**src/logic/mem_pkg.sv**
```systemverilog
// Memory-stage constants: internal opcodes, channel codes and address decode
// Only the low 32 address bits take part in the region decode
package mem_pkg;

  localparam int xlen     = 64;
  localparam int ridx_w   = 5;
  localparam int opcode_w = 8;
  localparam int chan_w   = 2;
  // access size is encoded as bytes minus one
  localparam int bytes_w  = 3;

  // internal opcodes, anything else is a non-memory instruction
  localparam logic [opcode_w-1:0] op_lb     = 8'h10;
  localparam logic [opcode_w-1:0] op_lbu    = 8'h11;
  localparam logic [opcode_w-1:0] op_lh     = 8'h12;
  localparam logic [opcode_w-1:0] op_lhu    = 8'h13;
  localparam logic [opcode_w-1:0] op_lw     = 8'h14;
  localparam logic [opcode_w-1:0] op_lwu    = 8'h15;
  localparam logic [opcode_w-1:0] op_ld     = 8'h16;
  localparam logic [opcode_w-1:0] op_sb     = 8'h18;
  localparam logic [opcode_w-1:0] op_sh     = 8'h19;
  localparam logic [opcode_w-1:0] op_sw     = 8'h1a;
  localparam logic [opcode_w-1:0] op_sd     = 8'h1b;
  localparam logic [opcode_w-1:0] op_fencei = 8'h20;

  // channel codes
  localparam logic [chan_w-1:0] chan_none  = 2'd0;
  localparam logic [chan_w-1:0] chan_mem   = 2'd1;
  localparam logic [chan_w-1:0] chan_clint = 2'd2;
  localparam logic [chan_w-1:0] chan_sync  = 2'd3;

  // memory when any of addr[31:28] is set
  localparam logic [31:0] mem_region_hi = 32'hf000_0000;

  // mmio when addr[31:24] matches
  localparam logic [7:0] mmio_prefix = 8'h02;

endpackage

```
**src/logic/clint_pkg.sv**
```systemverilog
// CLINT register map and reset values
// Addresses are matched on the low 32 bits only
package clint_pkg;

  localparam logic [31:0] clint_mtimecmp_addr = 32'h0200_4000;
  localparam logic [31:0] clint_mtime_addr    = 32'h0200_bff8;

  // compare never fires until software programs it
  localparam logic [63:0] clint_mtimecmp_reset = 64'hffff_ffff_ffff_ffff;

endpackage

```
**src/logic/mem_addr_gen.sv**
```systemverilog
// Load/store decode and channel select, purely combinational
// Misaligned accesses are not detected; data sits right-aligned at bit 0
`timescale 1ns/1ps

module mem_addr_gen import mem_pkg::*; (
  input  logic [opcode_w-1:0] i_opcode,
  input  logic [xlen-1:0]     i_op1,
  input  logic [xlen-1:0]     i_op2,
  input  logic [xlen-1:0]     i_op3,
  output logic [xlen-1:0]     o_addr,
  output logic [bytes_w-1:0]  o_bytes,
  output logic                o_ren,
  output logic                o_wen,
  output logic [xlen-1:0]     o_wdata,
  output logic [chan_w-1:0]   o_chan
);

  logic addr_is_mem;
  logic addr_is_mmio;

  assign o_addr = i_op1 + i_op3;

  assign addr_is_mem  = (o_addr[31:0] & mem_region_hi) != 32'd0;
  assign addr_is_mmio = o_addr[31:24] == mmio_prefix;

  always_comb begin
    o_ren   = 1'b0;
    o_wen   = 1'b0;
    o_bytes = 3'd0;
    o_wdata = '0;
    case (i_opcode)
      op_lb, op_lbu: begin
        o_ren = 1'b1;
      end
      op_lh, op_lhu: begin
        o_ren   = 1'b1;
        o_bytes = 3'd1;
      end
      op_lw, op_lwu: begin
        o_ren   = 1'b1;
        o_bytes = 3'd3;
      end
      op_ld: begin
        o_ren   = 1'b1;
        o_bytes = 3'd7;
      end
      op_sb: begin
        o_wen   = 1'b1;
        o_wdata = {56'd0, i_op2[7:0]};
      end
      op_sh: begin
        o_wen   = 1'b1;
        o_bytes = 3'd1;
        o_wdata = {48'd0, i_op2[15:0]};
      end
      op_sw: begin
        o_wen   = 1'b1;
        o_bytes = 3'd3;
        o_wdata = {32'd0, i_op2[31:0]};
      end
      op_sd: begin
        o_wen   = 1'b1;
        o_bytes = 3'd7;
        o_wdata = i_op2;
      end
      default: begin
      end
    endcase
  end

  // fence.i wins regardless of address
  always_comb begin
    if (i_opcode == op_fencei) begin
      o_chan = chan_sync;
    end else if ((o_ren || o_wen) && addr_is_mem) begin
      o_chan = chan_mem;
    end else if ((o_ren || o_wen) && addr_is_mmio) begin
      o_chan = chan_clint;
    end else begin
      o_chan = chan_none;
    end
  end

endmodule

```
**src/logic/mem_dcache_port.sv**
```systemverilog
// Single-request sequencer toward the data cache
// i_start must not arrive while a request is outstanding
`timescale 1ns/1ps

module mem_dcache_port import mem_pkg::*; (
  input  logic               clk,
  input  logic               rst,
  input  logic               i_start,
  input  logic [xlen-1:0]    i_addr,
  input  logic [bytes_w-1:0] i_bytes,
  input  logic               i_wen,
  input  logic [xlen-1:0]    i_wdata,
  input  logic               i_dcache_ack,
  input  logic [xlen-1:0]    i_dcache_rdata,
  output logic               o_done,
  output logic [xlen-1:0]    o_rdata,
  output logic               o_dcache_req,
  output logic [xlen-1:0]    o_dcache_addr,
  output logic               o_dcache_op,
  output logic [bytes_w-1:0] o_dcache_bytes,
  output logic [xlen-1:0]    o_dcache_wdata
);

  logic ack_seen;

  assign ack_seen = o_dcache_req && i_dcache_ack;

  always_ff @(posedge clk) begin
    if (rst) begin
      o_dcache_req <= 1'b0;
      o_done       <= 1'b0;
    end else begin
      o_done <= ack_seen;
      if (i_start) begin
        o_dcache_req <= 1'b1;
      end else if (ack_seen) begin
        o_dcache_req <= 1'b0;
      end
    end
  end

  // request fields, stable while req is up
  always_ff @(posedge clk) begin
    if (i_start) begin
      o_dcache_addr  <= i_addr;
      o_dcache_op    <= i_wen;
      o_dcache_bytes <= i_bytes;
      o_dcache_wdata <= i_wdata;
    end
  end

  // read data is only valid on the ack cycle
  always_ff @(posedge clk) begin
    if (ack_seen) begin
      o_rdata <= i_dcache_rdata;
    end
  end

endmodule

```
**src/logic/mem_clint.sv**
```systemverilog
// Core-local timer: free-running mtime and writable mtimecmp
// Unmapped addresses read as zero and ignore writes
`timescale 1ns/1ps

module mem_clint
  import mem_pkg::*;
  import clint_pkg::*;
(
  input  logic            clk,
  input  logic            rst,
  input  logic            i_start,
  input  logic [xlen-1:0] i_addr,
  input  logic            i_ren,
  input  logic            i_wen,
  input  logic [xlen-1:0] i_wdata,
  output logic [xlen-1:0] o_rdata,
  output logic            o_overflow
);

  logic [xlen-1:0] mtime;
  logic [xlen-1:0] mtimecmp;
  logic            sel_mtime;
  logic            sel_mtimecmp;
  logic            wr_mtime;
  logic            wr_mtimecmp;

  assign sel_mtime    = i_addr[31:0] == clint_mtime_addr;
  assign sel_mtimecmp = i_addr[31:0] == clint_mtimecmp_addr;

  assign wr_mtime    = i_start && i_wen && sel_mtime;
  assign wr_mtimecmp = i_start && i_wen && sel_mtimecmp;

  // a write replaces this cycle's increment
  always_ff @(posedge clk) begin
    if (rst) begin
      mtime <= '0;
    end else if (wr_mtime) begin
      mtime <= i_wdata;
    end else begin
      mtime <= mtime + 64'd1;
    end
  end

  always_ff @(posedge clk) begin
    if (rst) begin
      mtimecmp <= clint_mtimecmp_reset;
    end else if (wr_mtimecmp) begin
      mtimecmp <= i_wdata;
    end
  end

  always_ff @(posedge clk) begin
    if (i_start && i_ren) begin
      if (sel_mtime) begin
        o_rdata <= mtime;
      end else if (sel_mtimecmp) begin
        o_rdata <= mtimecmp;
      end else begin
        o_rdata <= '0;
      end
    end
  end

  // level, stays up until mtimecmp moves past mtime
  assign o_overflow = mtime >= mtimecmp;

endmodule

```
**src/logic/mem_load_align.sv**
```systemverilog
// Load extension and writeback value select
// Non-load opcodes return the upstream writeback value unchanged
`timescale 1ns/1ps

module mem_load_align import mem_pkg::*; (
  input  logic [opcode_w-1:0] i_opcode,
  input  logic [chan_w-1:0]   i_chan,
  input  logic [xlen-1:0]     i_mem_rdata,
  input  logic [xlen-1:0]     i_clint_rdata,
  input  logic [xlen-1:0]     i_rd_wdata,
  output logic [xlen-1:0]     o_rd_wdata
);

  logic [xlen-1:0] raw;

  // unmapped loads land on chan_none and read zero
  always_comb begin
    case (i_chan)
      chan_mem:   raw = i_mem_rdata;
      chan_clint: raw = i_clint_rdata;
      default:    raw = '0;
    endcase
  end

  always_comb begin
    case (i_opcode)
      op_lb:   o_rd_wdata = {{56{raw[7]}}, raw[7:0]};
      op_lbu:  o_rd_wdata = {56'd0, raw[7:0]};
      op_lh:   o_rd_wdata = {{48{raw[15]}}, raw[15:0]};
      op_lhu:  o_rd_wdata = {48'd0, raw[15:0]};
      op_lw:   o_rd_wdata = {{32{raw[31]}}, raw[31:0]};
      op_lwu:  o_rd_wdata = {32'd0, raw[31:0]};
      op_ld:   o_rd_wdata = raw;
      default: o_rd_wdata = i_rd_wdata;
    endcase
  end

endmodule

```
**src/logic/mem_stage.sv**
```systemverilog
// Memory-access stage with one instruction in flight
// Upstream is acked only while idle; outputs hold until the downstream ack
`timescale 1ns/1ps

module mem_stage import mem_pkg::*; (
  input  logic                clk,
  input  logic                rst,
  // executed side
  input  logic                i_executed_req,
  output logic                o_executed_ack,
  input  logic [xlen-1:0]     i_pc,
  input  logic [31:0]         i_inst,
  input  logic [ridx_w-1:0]   i_rd,
  input  logic                i_rd_wen,
  input  logic [xlen-1:0]     i_rd_wdata,
  input  logic                i_nocmt,
  input  logic                i_skipcmt,
  input  logic [opcode_w-1:0] i_opcode,
  input  logic [xlen-1:0]     i_op1,
  input  logic [xlen-1:0]     i_op2,
  input  logic [xlen-1:0]     i_op3,
  input  logic [31:0]         i_intr_no,
  // memoryed side
  output logic                o_memoryed_req,
  input  logic                i_memoryed_ack,
  output logic [xlen-1:0]     o_pc,
  output logic [31:0]         o_inst,
  output logic [ridx_w-1:0]   o_rd,
  output logic                o_rd_wen,
  output logic [xlen-1:0]     o_rd_wdata,
  output logic                o_nocmt,
  output logic                o_skipcmt,
  output logic [31:0]         o_intr_no,
  output logic                o_clint_overflow,
  // fence.i handshake
  output logic                o_fencei_req,
  input  logic                i_fencei_ack,
  // data cache
  output logic                o_dcache_req,
  output logic [xlen-1:0]     o_dcache_addr,
  output logic                o_dcache_op,
  output logic [bytes_w-1:0]  o_dcache_bytes,
  output logic [xlen-1:0]     o_dcache_wdata,
  input  logic                i_dcache_ack,
  input  logic [xlen-1:0]     i_dcache_rdata
);

  logic                executed_hs;
  logic                memoryed_hs;
  logic [xlen-1:0]     addr;
  logic [bytes_w-1:0]  bytes;
  logic                ren;
  logic                wen;
  logic [xlen-1:0]     wdata;
  logic [chan_w-1:0]   chan;
  logic                busy;
  logic [chan_w-1:0]   chan_q;
  logic [opcode_w-1:0] opcode_q;
  logic [xlen-1:0]     rd_wdata_q;
  logic                skipcmt_q;
  logic                mem_done;
  logic [xlen-1:0]     mem_rdata;
  logic [xlen-1:0]     clint_rdata;
  logic                imm_done_q;
  logic                fencei_done_q;
  logic                cmpl;
  logic                resp_hold_q;

  assign o_executed_ack = !busy;
  assign executed_hs    = i_executed_req && o_executed_ack;
  assign memoryed_hs    = o_memoryed_req && i_memoryed_ack;

  mem_addr_gen addr_gen_inst (
    .i_opcode (i_opcode),
    .i_op1    (i_op1),
    .i_op2    (i_op2),
    .i_op3    (i_op3),
    .o_addr   (addr),
    .o_bytes  (bytes),
    .o_ren    (ren),
    .o_wen    (wen),
    .o_wdata  (wdata),
    .o_chan   (chan)
  );

  always_ff @(posedge clk) begin
    if (rst) begin
      busy   <= 1'b0;
      chan_q <= chan_none;
    end else if (executed_hs) begin
      busy   <= 1'b1;
      chan_q <= chan;
    end else if (memoryed_hs) begin
      busy   <= 1'b0;
      chan_q <= chan_none;
    end
  end

  // writeback fields of the held instruction
  always_ff @(posedge clk) begin
    if (executed_hs) begin
      o_pc       <= i_pc;
      o_inst     <= i_inst;
      o_rd       <= i_rd;
      o_rd_wen   <= i_rd_wen;
      rd_wdata_q <= i_rd_wdata;
      o_nocmt    <= i_nocmt;
      skipcmt_q  <= i_skipcmt;
      opcode_q   <= i_opcode;
      o_intr_no  <= i_intr_no;
    end
  end

  // difftest cannot model CLINT side effects
  assign o_skipcmt = skipcmt_q || (chan_q == chan_clint);

  mem_dcache_port dcache_port_inst (
    .clk            (clk),
    .rst            (rst),
    .i_start        (executed_hs && (chan == chan_mem)),
    .i_addr         (addr),
    .i_bytes        (bytes),
    .i_wen          (wen),
    .i_wdata        (wdata),
    .i_dcache_ack   (i_dcache_ack),
    .i_dcache_rdata (i_dcache_rdata),
    .o_done         (mem_done),
    .o_rdata        (mem_rdata),
    .o_dcache_req   (o_dcache_req),
    .o_dcache_addr  (o_dcache_addr),
    .o_dcache_op    (o_dcache_op),
    .o_dcache_bytes (o_dcache_bytes),
    .o_dcache_wdata (o_dcache_wdata)
  );

  mem_clint clint_inst (
    .clk        (clk),
    .rst        (rst),
    .i_start    (executed_hs && (chan == chan_clint)),
    .i_addr     (addr),
    .i_ren      (ren),
    .i_wen      (wen),
    .i_wdata    (wdata),
    .o_rdata    (clint_rdata),
    .o_overflow (o_clint_overflow)
  );

  // fence.i request until the cache reports sync done
  always_ff @(posedge clk) begin
    if (rst) begin
      o_fencei_req  <= 1'b0;
      fencei_done_q <= 1'b0;
    end else begin
      fencei_done_q <= o_fencei_req && i_fencei_ack;
      if (executed_hs && (chan == chan_sync)) begin
        o_fencei_req <= 1'b1;
      end else if (i_fencei_ack) begin
        o_fencei_req <= 1'b0;
      end
    end
  end

  // none and clint both finish one cycle after acceptance
  always_ff @(posedge clk) begin
    if (rst) begin
      imm_done_q <= 1'b0;
    end else begin
      imm_done_q <= executed_hs && ((chan == chan_none) || (chan == chan_clint));
    end
  end

  always_comb begin
    case (chan_q)
      chan_mem:  cmpl = mem_done;
      chan_sync: cmpl = fencei_done_q;
      default:   cmpl = imm_done_q;
    endcase
  end

  // completion is a pulse, keep req up under back-pressure
  always_ff @(posedge clk) begin
    if (rst) begin
      resp_hold_q <= 1'b0;
    end else if (memoryed_hs) begin
      resp_hold_q <= 1'b0;
    end else if (cmpl) begin
      resp_hold_q <= 1'b1;
    end
  end

  assign o_memoryed_req = cmpl || resp_hold_q;

  mem_load_align load_align_inst (
    .i_opcode      (opcode_q),
    .i_chan        (chan_q),
    .i_mem_rdata   (mem_rdata),
    .i_clint_rdata (clint_rdata),
    .i_rd_wdata    (rd_wdata_q),
    .o_rd_wdata    (o_rd_wdata)
  );

endmodule

```
**config.mk**
```make
export PLATFORM = sky130hd
export DESIGN_NAME = mem_stage
export DESIGN_NICKNAME = d
export VERILOG_FILES = /design/src/logic/mem_pkg.sv /design/src/logic/clint_pkg.sv /design/src/logic/mem_addr_gen.sv /design/src/logic/mem_dcache_port.sv /design/src/logic/mem_clint.sv /design/src/logic/mem_load_align.sv /design/src/logic/mem_stage.sv
export SDC_FILE = /design/constraint.sdc
export NUM_CORES = 1
export LEC_CHECK = 0
export ABC_AREA = 1
export ABC_CLOCK_PERIOD_IN_PS = 14040
export BUFFER_PORTS_ARGS = -buffer_cell sky130_fd_sc_hd__buf_2
export CORE_AREA = 5 5 308 310
export CTS_CLUSTER_DIAMETER = 60
export CTS_CLUSTER_SIZE = 30
export DETAILED_ROUTE_END_ITERATION = 16
export DIE_AREA = 0 0 313 315
export PLACE_DENSITY = 0.51
export SETUP_SLACK_MARGIN = 0.15
export SYNTH_ARGS = -nofsm -noshare
export SYNTH_HDL_FRONTEND = slang
export SYNTH_SLANG_ARGS = --single-unit
```
**constraint.sdc**
```tcl
create_clock -name clk -period 14.04 [get_ports clk]
set_input_delay 2.808 -clock clk [delete_from_list [all_inputs] [get_ports clk]]
set_output_delay 2.808 -clock clk [all_outputs]
set_load 0.1 [all_outputs]
```
**Word-level counts from Yosys, hierarchy flattened**

Index checks and enable logic that the tools add are counted.

- Output and inout bits: 337
- Word-level logic and storage cells: 107
- Input port bits: 470
- Flip-flop bits (word level): 605

- Equal/unequal tests: 28
- Add/sub/neg operators: 2
- $lt $le $gt $ge: 1
- Muxes and demuxes: 21
- Reductions and logical operators: 30

Operators with widths:

| kind | count |
|---|---|
| 64-bit one-hot mux with 7 select lines | 1 |
| 64-bit one-hot mux with 4 select lines | 1 |
| 64-bit two-way mux | 3 |
| 8-bit by 5-bit equality test with 1-bit output (second input constant) | 18 |
| 64-bit one-hot mux with 2 select lines | 1 |
| 64-bit by 1-bit adder with 64-bit output (second input constant) | 1 |
| 64-bit adder | 1 |
| 32-bit by 26-bit equality test with 1-bit output (second input constant) | 2 |
| 64-bit greater-or-equal comparator | 1 |
| 32-bit nonzero test | 1 |
| 1-bit logical AND | 14 |
| 2-bit two-way mux | 5 |
| 3-bit one-hot mux with 3 select lines | 1 |
| 2-bit equality test (second input constant) | 4 |
| 8-bit by 2-bit equality test with 1-bit output (second input constant) | 1 |
| 8-bit by 6-bit equality test with 1-bit output (second input constant) | 1 |
| 1-bit two-way mux | 8 |
| 7-bit OR reduction | 1 |
| 2-bit nonzero test | 3 |
| 3-bit OR reduction | 2 |
| 2-bit by 1-bit equality test with 1-bit output (second input constant) | 2 |
| 1-bit logical OR | 4 |
| 2-bit OR reduction | 2 |
| 4-bit OR reduction | 1 |
| 3 further kinds | 3 |

**Depth between registers and ports, before layout**

- Depth in word-level cells: 13
- Gate-level depth with buffers: 24
- Depth with buffers taken out: 23

**By module**

A second synthesis with hierarchy kept.

- Cells, all modules: 3767
- Area total of the unflattened synthesis: 32160.8 um2

Modules (own cells, without submodules):

| module | cells an instance | area an instance (um2) | times used |
|---|---|---|---|
| mem_clint | 1573 | 11434.7 | 1 |
| mem_stage | 247 | 6535.0 | 1 |
| mem_dcache_port | 205 | 5957.0 | 1 |
| mem_addr_gen | 1171 | 5700.5 | 1 |
| mem_load_align | 571 | 2533.7 | 1 |

**Worst setup path before layout**

Ideal clock, no wire load.

- Path type: input-to-reg
- Start point: input i_executed_req
- End point: register clint_inst.o_rdata[0], enable pin
- Stages: 4
- Buffers on the path: 0
- Slack: 3.114 ns
- Data required time: 13.554 ns
- Data arrival time: 10.440 ns
- Setup time: 0.486 ns
- Cells stage by stage: nand2_1 inv_1 nand4_2 nor2_1

- Word-level cells in the longest chain between the ends: 3

RTL lines:

| item | RTL line | source |
|---|---|---|
| start: declaration | mem_stage.sv:9 | `input logic i_executed_req,` |
| 1-bit logical AND | mem_stage.sv:70 | `assign executed_hs = i_executed_req && o_executed_ack;` |
| via executed_hs | mem_stage.sv:48 | `logic executed_hs;` |
| 1-bit logical AND | mem_stage.sv:139 | `.i_start (executed_hs && (chan == chan_clint)),` |
| 1-bit logical AND | mem_clint.sv:53 | `if (i_start && i_ren) begin` |
| end signal: assignment | mem_clint.sv:55 | `o_rdata <= mtime;` |
| end signal: assignment | mem_clint.sv:57 | `o_rdata <= mtimecmp;` |
| end: declaration | mem_clint.sv:16 | `output logic [xlen-1:0] o_rdata,` |

The timed path passes the listed nets, and every way through them passes these cells.
A chain may end at the register's enable or synchronous reset.

**Final worst setup path**

- Start point: register opcode_q[5]
- End point: output o_rd_wdata[13]

- Word-level cells in the longest chain between the ends: 2
- Elaborated cells on any way between the ends: 8
- Classes of those cells: eq/ne (7); mux (1)

RTL lines:

| item | RTL line | source |
|---|---|---|
| start: declaration | mem_stage.sv:58 | `logic [opcode_w-1:0] opcode_q;` |
| start signal: assignment | mem_stage.sv:109 | `opcode_q <= i_opcode;` |
| 8-bit by 5-bit equality test with 1-bit output | mem_load_align.sv:26 | `case (i_opcode)` |
| 64-bit one-hot mux with 7 select lines * | mem_load_align.sv:26 |  |
| end: declaration | mem_stage.sv:30 | `output logic [xlen-1:0] o_rd_wdata,` |

Mark *: on every way between the ends. The rest lies on a longest branch, timed or not.

==> flow_metrics.tcl <==
set metrics [dict create \
    status "completed" \
    overflow 0 \
    cts-root-buf "clkbuf_16" \
    post-route-min-period_ns 7.553 \
    ys_seq_area_frac 0.5473 \
    first_iter_violations 2599 \
    crit_family "buffers and inverters" \
    hold_class "reg -> reg" \
    grt_pass1_vias 25890 \
    power_density_nw_per_um2 121.4 \
    synth_edf_count 468 \
    numCtsBuffers 69 \
    drc 0 \
    worst_slew_pin_slew_ns 1.120 \
    hold_buffers 0 \
    r2r_start "busy" \
    crit_buf_inv 4 \
    netlist_instances 3374 \
    setup_viol 0 \
    setup_tns_ns 0 \
    track_usage 0.2415 \
    die_width_um 313 \
    synth_flop_cell "edfxtp_1" \
    io_pins 807 \
    cp_data_arrival_time_ns 4.75 \
    ys.warnings.count 0 \
    critPathKind "reg -> out" \
    slew_violations 0 \
    async_flop_share 0 \
    syn_area_per_cell_sq_um 9.096 \
    p_leak_nw 17.84 \
    ys_ff_latch 605 \
    grt_start_max_net_pins 80 \
    final_cells 5411 \
    start_util 0.3358 \
    critPathRequiredTime_ns 11.23 \
    place_hpwl_mm 98.09 \
    htree_levels 3 \
    grt_setup_unrepaired "no" \
    area_growth_pct 24.98 \
    coreArea_sq_um 91390 \
    cp-end-kind "output pin" \
    fp-row-count 111 \
    netlist_area_sq_um 30690 \
    synth.distinct_cells 53 \
    clk_latency_ns 0.65 \
    cap_violations 0 \
    min_from "o_fencei_req" \
    utilization 0.4197 \
    finalCritPeriodShare 0.5380 \
    cts_max_path_buffers 3 \
    drt-total-wl_mm 124.8 \
    antenna_found_initial 28 \
    cp-start-kind "flip-flop" \
    die_y_um 315 \
    finalWeightedCongestion 0.9219 \
    hold_violations 0 \
    fin_worst_skew_ns 0.02845 \
    slowest_stage "nor3_1" \
    num_vias 26800 \
    cts_tree "yes" \
    vias_per_cell 4.952 \
    clkTransAtPathRegs_ns 0.08 \
    fmax_mhz 132.4 \
    drive_gt1_frac 0.2349 \
    dp.cells 5273 \
    slowest_delay_ns 0.76 \
    cp_max_fo 47 \
    firstDrtPassIters 5 \
    ctsResizeCount 0 \
    finalNetCount 4760 \
    crit_start "opcode_q[5]" \
    ir_drop_v 0.00006937 \
    ant_nets 0 \
    die-area_sq_um 98600 \
    syn_nets 3976 \
    path_cells "nor4b_1, inv_1, nor3_1, nor2_4, buf_4, clkinv_1, nor2_1, a21oi_1, buf_2" \
    io_buffers 806 \
    grt_pass1_wl_mm 177.2 \
    slew_headroom 0.2510 \
    cts_setup_buffers 0 \
    cts_sinks 605 \
    wire_per_inst_um 23.06 \
]
flip-flops by register name, indices dropped and copies added (netlist names), 2 cells and up:
register and count:
chan_q 2, clint_inst.mtime 64, clint_inst.mtimecmp 64, clint_inst.o_rdata 64
dcache_port_inst.o_dcache_addr 64, dcache_port_inst.o_dcache_bytes 3, dcache_port_inst.o_dcache_wdata 64, dcache_port_inst.o_rdata 64
o_inst 32, o_intr_no 32, o_pc 64, o_rd 5
opcode_q 8, rd_wdata_q 64
routing by layer:
metal | wire (um) | vias to the layer above | global-route usage
met4 | 3415 | 8 | 0.07052
li1 | - | 12950 | -
met2 | 60670 | 979 | 0.4163
met3 | 8336 | 177 | 0.04976
met1 | 52310 | 12680 | 0.3081
met5 | 52 | - | 0
logic make-up (layout without fill, tap and decap cells):
family,count (synthesis),after routing,share of synthesized area
AO/OA/AOI/OAI,322,322,0.06519
flip-flops,605,605,0.5473
other,0,11,0
XOR/XNOR,102,102,0.02911
adder cells (fa/ha/maj),132,132,0.05406
AND/OR/NAND/NOR,1651,1651,0.2321
buffers and inverters,562,1402,0.07232
area by class of cell:
cell class | instances | area [sq um]
antenna | 11 | 27.53
timing repair buffer | 827 | 4192
fill | 9351 | 53030
sequential | 605 | 16800
clock buffer | 75 | 1793
inverter | 448 | 1695
tap | 1186 | 1484
multi-input combinational | 2207 | 11740
clock inverter | 52 | 635.6
cell usage after synthesis (all sizes together) (11+ instances only):
| master | n | share of area |
|---|---|---|
| a21oi | 119 | 0.020 |
| a22o | 63 | 0.018 |
| a31oi | 11 | 0.0022 |
| buf | 54 | 0.010 |
| clkbuf | 60 | 0.0073 |
| dfxtp | 137 | 0.089 |
| edfxtp | 468 | 0.46 |
| ha | 131 | 0.053 |
| inv | 446 | 0.055 |
| nand2 | 768 | 0.094 |
| nand3 | 365 | 0.060 |
| nand3b | 13 | 0.0036 |
| nand4 | 68 | 0.014 |
| nor2 | 349 | 0.044 |
| nor3 | 66 | 0.011 |
| o21ai | 83 | 0.014 |
| xnor2 | 20 | 0.0057 |
| xor2 | 82 | 0.023 |
where the power goes:
part	switching [W]	total [W]	internal, W	leakage, nW
sequential	0.0000144	0.00200	0.00198	5.49
combinational	0.000566	0.000730	0.000165	11.2
clock	0.000876	0.00193	0.00106	1.16
placed cells by master, fill, tap and decap left out, types with 5 or more instances in the layout:
| cell type | instances |
|---|---|
| a211oi_1 | 5 |
| a21oi_1 | 118 |
| a22o_1 | 63 |
| a31oi_1 | 9 |
| buf_2 | 806 |
| buf_4 | 21 |
| clkbuf_16 | 71 |
| clkinv_1 | 6 |
| clkinv_4 | 5 |
| clkinv_8 | 9 |
| clkinvlp_4 | 6 |
| dfxtp_1 | 137 |
| diode_2 | 11 |
| edfxtp_1 | 468 |
| ha_1 | 129 |
| inv_1 | 432 |
| inv_12 | 6 |
| inv_2 | 11 |
| inv_6 | 10 |
| inv_8 | 8 |
| nand2_1 | 764 |
| nand3_1 | 363 |
| nand3b_1 | 12 |
| nand4_1 | 66 |
| nor2_1 | 339 |
| nor2_4 | 7 |
| nor3_1 | 64 |
| nor4_1 | 9 |
| o2111ai_1 | 6 |
| o21a_1 | 9 |
| o21ai_0 | 38 |
| o21ai_1 | 45 |
| o21bai_1 | 8 |
| xnor2_1 | 20 |
| xor2_1 | 82 |
worst register-to-register path, cell delays in order, from the launching register on:
cell and delay, ns:
dfxtp_1 0.31, inv_1 0.11, nand2_1 0.18, inv_8 0.46, nand4_2 0.30, nor2_4 0.14
buf_4 0.54, buf_4 0.75, nand2_2 0.26, nand2_1 0.12, nand2_1 0.06, nor2_1 0.11
per-stage QoR:
step                power (W)  cell area (sq um)  setup slack, ns  hold slack, ns
global route         0.004834              38350            6.231          0.4823
global placement     0.002766              35900            6.800          0.4388
finish               0.004657              38360            6.487          0.4451
detailed placement   0.002767              35900            6.678          0.4316
CTS                  0.004711              38330            6.378          0.4422
floorplan            0.002555              30690            3.114          0.4403
final timing paths:
kind	end	slack, ns	cells after the start
worst max register to register	clint_inst.mtime[16]	10.65	11
worst min register to register	fencei_done_q	0.45	2
worst min-delay path	fencei_done_q	0.45	2
worst max-delay path	o_rd_wdata[13]	6.49	9
No activity file was read; power rests on OpenSTA's default activity.
